## config.mk

```make
export PLATFORM = sky130hd
export DESIGN_NAME = pulse_sampler
export DESIGN_NICKNAME = d
export VERILOG_FILES = /design/src/daq_pkg.sv /design/src/pulse_sampler.sv /design/src/event_readout.sv /design/src/pulse_lane.sv
export SDC_FILE = /design/constraint.sdc
export NUM_CORES = 2
export LEC_CHECK = 0
export CAP_MARGIN = 20
export CORE_AREA = 2 2 422 424
export DETAILED_ROUTE_END_ITERATION = 8
export DIE_AREA = 0 0 424 426
export DONT_BUFFER_PORTS = 1
export GPL_TIMING_DRIVEN = 1
export PLACE_DENSITY = 0.55
export SYNTH_ARGS = -nofsm -noshare
export SYNTH_HDL_FRONTEND = slang
export SYNTH_SLANG_ARGS = --single-unit
```

## constraint.sdc

```tcl
create_clock -name clk -period 1.3 [get_ports clk]
set_input_delay 0.39 -clock clk [delete_from_list [all_inputs] [get_ports clk]]
set_output_delay 0.39 -clock clk [all_outputs]
set_load 0.02 [all_outputs]
```

## src/daq_pkg.sv

```systemverilog
package daq_pkg;

    //////////////////////////////////////////////////
    // Front end defaults
    //////////////////////////////////////////////////

    // Channels per sampler board
    parameter int DEFAULT_N_CH   = 16;

    // Samples held per channel window, one per clock
    parameter int DEFAULT_WINDOW = 64;

    //////////////////////////////////////////////////
    // Readout FSM
    //////////////////////////////////////////////////

    // STAND_BY  waits for trig_thresh
    // READING   one cycle, windows copied to evento
    // WAITING   holds off triggers until event_saved
    typedef enum logic [1:0] {
        STAND_BY = 2'd0,
        READING  = 2'd1,
        WAITING  = 2'd2
    } readout_state_e;

endpackage
```

## src/pulse_sampler.sv

```systemverilog
module pulse_sampler
    import daq_pkg::*;
#(
    parameter int N_CH   = DEFAULT_N_CH,           // Channels sampled
    parameter int WINDOW = DEFAULT_WINDOW          // Window length per channel
) (
    input  logic                         clk,
    input  logic                         rst,
    input  logic [N_CH-1:0]              ch_n,          // Active low pulses, async
    input  logic                         trig_thresh,   // Trigger level
    input  logic                         event_saved,   // Releases the readout
    output logic [N_CH-1:0][WINDOW-1:0]  evento         // Captured event
);

    // All lane windows side by side
    logic [N_CH-1:0][WINDOW-1:0] windows;

    //////////////////////////////////////////////////
    // Channel lanes
    //////////////////////////////////////////////////

    // One sync, edge detect and shift register per channel
    for (genvar i = 0; i < N_CH; i++) begin : lane_g
        pulse_lane #(
            .WINDOW (WINDOW)
        ) lane (
            .clk     (clk),
            .rst     (rst),
            .pulse_n (ch_n[i]),                    // Pin goes straight in
            .window  (windows[i])
        );
    end

    //////////////////////////////////////////////////
    // Readout
    //////////////////////////////////////////////////

    // Trigger to event latency is two clocks
    event_readout #(
        .N_CH   (N_CH),
        .WINDOW (WINDOW)
    ) readout0 (
        .clk         (clk),
        .rst         (rst),
        .windows     (windows),
        .trig_thresh (trig_thresh),
        .event_saved (event_saved),
        .evento      (evento)
    );

endmodule

```

## src/event_readout.sv

```systemverilog
module event_readout
    import daq_pkg::*;
#(
    parameter int N_CH   = DEFAULT_N_CH,           // Number of lanes
    parameter int WINDOW = DEFAULT_WINDOW          // Samples per lane
) (
    input  logic                         clk,
    input  logic                         rst,
    input  logic [N_CH-1:0][WINDOW-1:0]  windows,      // Live lane windows
    input  logic                         trig_thresh,  // Trigger level
    input  logic                         event_saved,  // Downstream done, level
    output logic [N_CH-1:0][WINDOW-1:0]  evento        // Snapshot, valid one cycle
);

    // Full event, one window per channel
    typedef logic [N_CH-1:0][WINDOW-1:0] event_t;

    //////////////////////////////////////////////////
    // Readout FSM
    //////////////////////////////////////////////////

    readout_state_e read_state;
    readout_state_e read_state_next;
    logic           load_event;                    // Copy windows on this edge
    event_t         evento_next;

    always_comb begin
        read_state_next = read_state;              // Hold by default
        case (read_state)
            STAND_BY: begin
                // Trigger only looked at here
                if (trig_thresh) begin
                    read_state_next = READING;
                end
            end
            READING: begin
                read_state_next = WAITING;         // Always exactly one cycle
            end
            WAITING: begin
                // Triggers lost until downstream releases us
                if (event_saved) begin
                    read_state_next = STAND_BY;
                end
            end
            default: begin
                read_state_next = STAND_BY;        // Recover from unused code 2'd3
            end
        endcase
    end

    //////////////////////////////////////////////////
    // Event register
    //////////////////////////////////////////////////

    assign load_event = (read_state == READING);

    // Snapshot in READING, zeros otherwise
    always_comb begin
        if (load_event) begin
            evento_next = windows;                 // Windows as they stand this cycle
        end else begin
            evento_next = '0;
        end
    end

    always_ff @(posedge clk) begin
        if (rst) begin
            read_state <= STAND_BY;
            evento     <= '0;
        end else begin
            read_state <= read_state_next;
            evento     <= evento_next;             // Nonzero only the cycle after READING
        end
    end

    // Trigger at edge t  -> READING after t
    // Edge t+1           -> evento loaded, WAITING
    // Edge t+2           -> evento back to zero

endmodule

```

## src/pulse_lane.sv

```systemverilog
module pulse_lane
    import daq_pkg::*;
#(
    parameter int WINDOW = DEFAULT_WINDOW          // Samples kept in the window
) (
    input  logic              clk,
    input  logic              rst,
    input  logic              pulse_n,             // Active low channel input, async
    output logic [WINDOW-1:0] window               // Newest sample at top bit
);

    // One channel window, bit WINDOW-1 is the newest sample
    typedef logic [WINDOW-1:0] window_t;

    //////////////////////////////////////////////////
    // Input stage
    //////////////////////////////////////////////////

    logic    pulse;                                // Active high copy of the input
    logic    sync_meta;                            // First sync stage, may go metastable
    logic    sync_q;                               // Second sync stage, safe to use
    logic    prev_q;                               // sync_q one clock later
    logic    rise;                                 // Rising edge of synced level

    assign pulse = ~pulse_n;

    // Two flop synchronizer plus history flop
    always_ff @(posedge clk) begin
        if (rst) begin
            sync_meta <= 1'b0;
            sync_q    <= 1'b0;
            prev_q    <= 1'b0;
        end else begin
            sync_meta <= pulse;
            sync_q    <= sync_meta;
            prev_q    <= sync_q;
        end
    end

    // High for one cycle per low-going pulse on the pin
    // A long low level gives a single detection
    assign rise = sync_q & ~prev_q;

    //////////////////////////////////////////////////
    // Window shift register
    //////////////////////////////////////////////////

    window_t win_q;
    window_t win_next;

    // Detection enters at the top, everything moves toward bit 0
    always_comb begin
        win_next = {rise, win_q[WINDOW-1:1]};     // Bit 0 falls off the end
    end

    always_ff @(posedge clk) begin
        if (rst) begin
            win_q <= '0;                           // Empty window after reset
        end else begin
            win_q <= win_next;                     // Shifts every clock, never stalls
        end
    end

    // Current contents go straight to the readout
    assign window = win_q;

endmodule

```

== Word level (Yosys, flattened, before mapping) ==
Cells that the tools add are included.

* Equality and inequality tests: 4
* Mux-type cells: 3
* Bitwise gates (word level): 49
* Reductions and logical operators: 3

{| class="wikitable"
|+ Operator list
! kind !! number
|-
| $not 1->1 || 33
|-
| $and 1x1->1 || 16
|-
| $pmux 2 s3 || 1
|-
| $mux 2 || 2
|-
| $ne 2x2->1 const B || 2
|-
| $eq 2x1->1 const B || 1
|-
| $eq 2x2->1 const B || 1
|-
| $logic_not 2->1 || 1
|-
| $reduce_and 2->1 || 1
|-
| $reduce_or 2->1 || 1
|}

* Bits in registers: 2098
* Input bits: 20
* Output and inout port bits: 1024
* Word-level logic and storage cells: 140

== Depth between registers and ports, before layout ==
* Word-level depth: 3
* Gate-level depth with buffers: 6
* Gate-level depth less buffers: 2

== By module ==
Synthesis repeated with hierarchy kept, for this count alone.

* Cells, all modules: 4424
* Area, all modules: 56675.6 um2

{| class="wikitable"
|+ Modules (own cells, without submodules)
! module !! instances !! cells an instance !! area an instance (um2) !! sequential area each (um2)
|-
| pulse_lane || 16 || 141 || 1815.5 || 1341.3
|-
| event_readout || 1 || 2168 || 27627.7 || 20539.7
|}

== Worst setup path before layout ==
Ideal clock, no wire load.

* Path kind: input-to-reg
* Start: in rst
* End: reg lane_g[0].lane.sync_q
* Library setup time: 0.128 ns
* Data arrival time: 1.221 ns
* Required time: 1.172 ns
* Slack: -0.049 ns
* Cell stages on the path: 5
* Buffers on the path: 4
* Cell sequence: buf_2 > buf_2 > buf_2 > clkbuf_1 > nor2b_1

{| class="wikitable"
|+ RTL lines
! what !! line !! RTL
|-
| start: declaration || pulse_sampler.sv:8 || <nowiki>input logic rst,</nowiki>
|-
| end signal: assignment || pulse_lane.sv:35 || <nowiki>sync_q <= sync_meta;</nowiki>
|-
| end: declaration || pulse_lane.sv:21 || <nowiki>logic sync_q;</nowiki>
|}

No word-level cell between the ends.

== Worst setup path after layout ==
* Start: reg readout0.evento[320] (netlist bit)
* End: out evento[320] (netlist bit)

{| class="wikitable"
|+ RTL lines
! what !! line !! RTL
|-
| start: declaration || event_readout.sv:12 || <nowiki>output logic [N_CH-1:0][WINDOW-1:0] evento</nowiki>
|-
| start signal: assignment || event_readout.sv:72 || <nowiki>evento <= evento_next;</nowiki>
|-
| end: declaration || pulse_sampler.sv:12 || <nowiki>output logic [N_CH-1:0][WINDOW-1:0] evento</nowiki>
|}

No word-level cell between the ends.

==> metrics.yaml <==
grt:
  grt-ovfl-total: 0
  first_global_vias: 34590
  grt_start_max_net_pins: 669
  grt_pass1_wl_um: 236300
  antenna_found_initial: 18
  grt_usage_pct: 17.67
place:
  io_buffers: 0
  dpl-instance-area_mm2: 0.05996
  dp_hpwl_um: 92670
  place_congestion: 0.8405
  dp.cells: 6754
setup_path:
  crit_start: "readout0.evento[320]"
  r2r-end: "readout0.evento[882]"
  cp.required_ps: 910
  path_cells: "buf_6"
  cp_num_cells: 1
  crit_path_end_kind: "output port"
  cp-endpoint: "evento[320]"
  rr_startpoint: "readout0.read_state[1]"
  critPathMaxStageDelay_ps: 380
  rr_worst_depth: 6
  critPathTopFamily: "flip-flops"
  crit_buf_inv: 1
  arrival_ps: 1390
  rrSetupSlack_ps: -150
  crit_path_max_fanout: 1
  path_class: "reg -> out"
  crit_slowest_cell: "dfxtp_4"
  start_kind: "register"
cts:
  cts_max_path_buffers: 3
  htreeDepth: 4
  cts_root_buf: "clkbuf_16"
  insertion_delay_ps: 850
  cts_sinks: 2098
  clkTransAtPathRegs_ps: 60
  cts_tree: "yes"
  numCtsBuffers: 206
floorplan:
  num_rows: 154
  chipHeight_um: 426
  ioPinCount: 1044
  fp.dieW_um: 424
  floorplan.die_area_mm2: 0.1806
  initial_core_util_pct: 31.92
  core_area_mm2: 0.1757
outcome:
  violations: "setup timing"
  status: "finished, violations left"
sta:
  finalSetupViolations: 1603
  fin_worst_skew_ps: 36.55
  tightestPinTransition_ps: 552.5
  finalCritPeriodShare_pct: 136.9
  max_freq_mhz: 561.9
  relSlewSlack_pct: 63.17
  maxSlewViolCount: 0
  fin_tns_setup_ps: -355940
  finalHoldViolCount: 0
  rsz0062_at_grt: "yes"
  fin_crit_ps: 1780
  setup_ws_ps: -479.6
layout:
  multi_input_area_mm2: 0.01325
  layout_commonest_cell: "nor2b_1"
  final_cells: 8251
  seq_area_mm2: 0.04583
  finalInstanceArea_mm2: 0.08316
  drive_gt1_share_pct: 28.36
  n_fill_cell: 15250
  final_cell_mix: "nor2b_1 (2032), dfxtp_1 (1070), dlygate4sd3_1 (1047)"
  nNetsFinal: 5763
  area.growth.synth_to_final_pct: 48.23
yosys:
  ys_ff_latch: 2098
  syn_area_mm2: 0.05610
  synth_cells: 4430
  synth_cell_types: 14
  synth_top_cell_area_share_pct: 74.87
  synth_fp_nets: 4450
  synth_area_leader_cell: "dfxtp_1"
  syn_avg_cell_area_um2: 12.66
  synth_seq_area_share_pct: 74.87
  synthTopCellsByArea: "dfxtp_1 (75%), nor2b_1 (23%), clkbuf_1 (0.94%)"
  synth_warnings: 0
routing:
  drt_wl_total_um: 173300
  num_vias: 33760
  vias_per_cell: 4.091
  drt-initial-drc-count: 1532
  drc: 0
  wl_per_cell_um: 21.00
  firstDrtPassIters: 5
  drt.antenna.violating_nets: 0
run:
  maxCapViolCount: 0
min_path:
  hold_path_class: "in -> reg"
power_and_ir_drop:
  power_density_mw_per_mm2: 1510
  peakVddDrop_mv: 1.308
  p_leak_nw: 34.18
==> area by class of cell <==
type / count / area share, %
diodes: 5 / 0.01505
clock buffers: 299 / 7.224
clock inverters: 72 / 1.098
well taps: 2340 / 3.521
flip-flops and latches: 2098 / 55.12
repair buffers: 1336 / 17.10
multi-input cells: 2101 / 15.93
==> cell families (layout without fill, tap and decap cells) <==
| kind of cell | count (synthesis) | in the layout | share of synthesized area, % |
|---|---|---|---|
| simple gates | 2100 | 2100 | 23.37 |
| flops | 2098 | 2098 | 74.87 |
| buf+inv | 231 | 1707 | 1.755 |
| compound gates | 1 | 1 | 0.008913 |
| other cells | 0 | 5 | 0 |
==> sequential cells by signal, indices dropped and copies added, names as in the netlist <==
| register | flops |
|---|---|
| lane_g.lane.prev_q | 16 |
| lane_g.lane.window | 1024 |
| lane_g.lane.sync_q | 16 |
| readout0.evento | 1024 |
| readout0.read_state | 2 |
| lane_g.lane.sync_meta | 16 |
==> timing repair <==
item                                    in CTS  in global routing
hold endpoints to repair                  1399                  0
gates cloned                                 5                 37
resized for setup                         2070                 92
setup buffers                                0                 15
hold buffers                              1086                  0
endpoints found under the setup margin    1171               2423
==> per-layer routing <==
layer,part of all wire (%),global-route usage (%),up-vias
met4,4.0,7.598,4
met5,0.013,0,-
met3,6.7,5.650,309
met2,50,30.76,930
li1,-,-,16030
met1,39,19.73,16490
==> report_power, final <==
part	leakage [nW]	switching [mW]	internal (mW)
registers	17.7	0.0379	62.3
logic	13.0	1.88	1.05
clock network	3.41	25.7	34.6
total	34.2	27.6	98.0
==> metrics by stage <==
| step | hold slack (ps) | util [%] | total power [mW] | setup WS (ps) |
|---|---|---|---|---|
| after floorplan | 367.4 | - | 66.91 | 1.825 |
| after global routing | 56.65 | 47.32 | 129.7 | -564.7 |
| after global placement | 371.9 | 34.12 | 66.94 | -168.9 |
| after CTS | 0.6827 | 46.67 | 125.8 | -598.8 |
| final | 137.6 | 47.32 | 125.6 | -479.6 |
| after detailed placement | 371.1 | 34.12 | 66.95 | -167.8 |
==> worst min-delay path by stage <==
| stage | startpoint | endpoint | slack (ps) | depth (start not counted) |
|---|---|---|---|---|
| after detailed placement | lane_g[0].lane.prev_q | lane_g[0].lane.window[63] | 370 | 1 |
| after global placement | lane_g[0].lane.prev_q | lane_g[0].lane.window[63] | 370 | 1 |
| after floorplan | lane_g[0].lane.prev_q | lane_g[0].lane.window[63] | 370 | 1 |
| after CTS | rst | readout0.evento[878] | 0.7 | 3 |
| final | rst | readout0.evento[221] | 140 | 3 |
| after global routing | rst | readout0.evento[36] | 60 | 3 |
==> cells in the mapped netlist, drive strengths merged <==
master	instances
dfxtp	2098
nor2b	2063
clkbuf	141
buf	90
and2	16
nor2	16
nor3b	2
a21oi	1
nand2b	1
nor4b	1
or3b	1
Note: power is estimated with default switching activity, not from simulation.
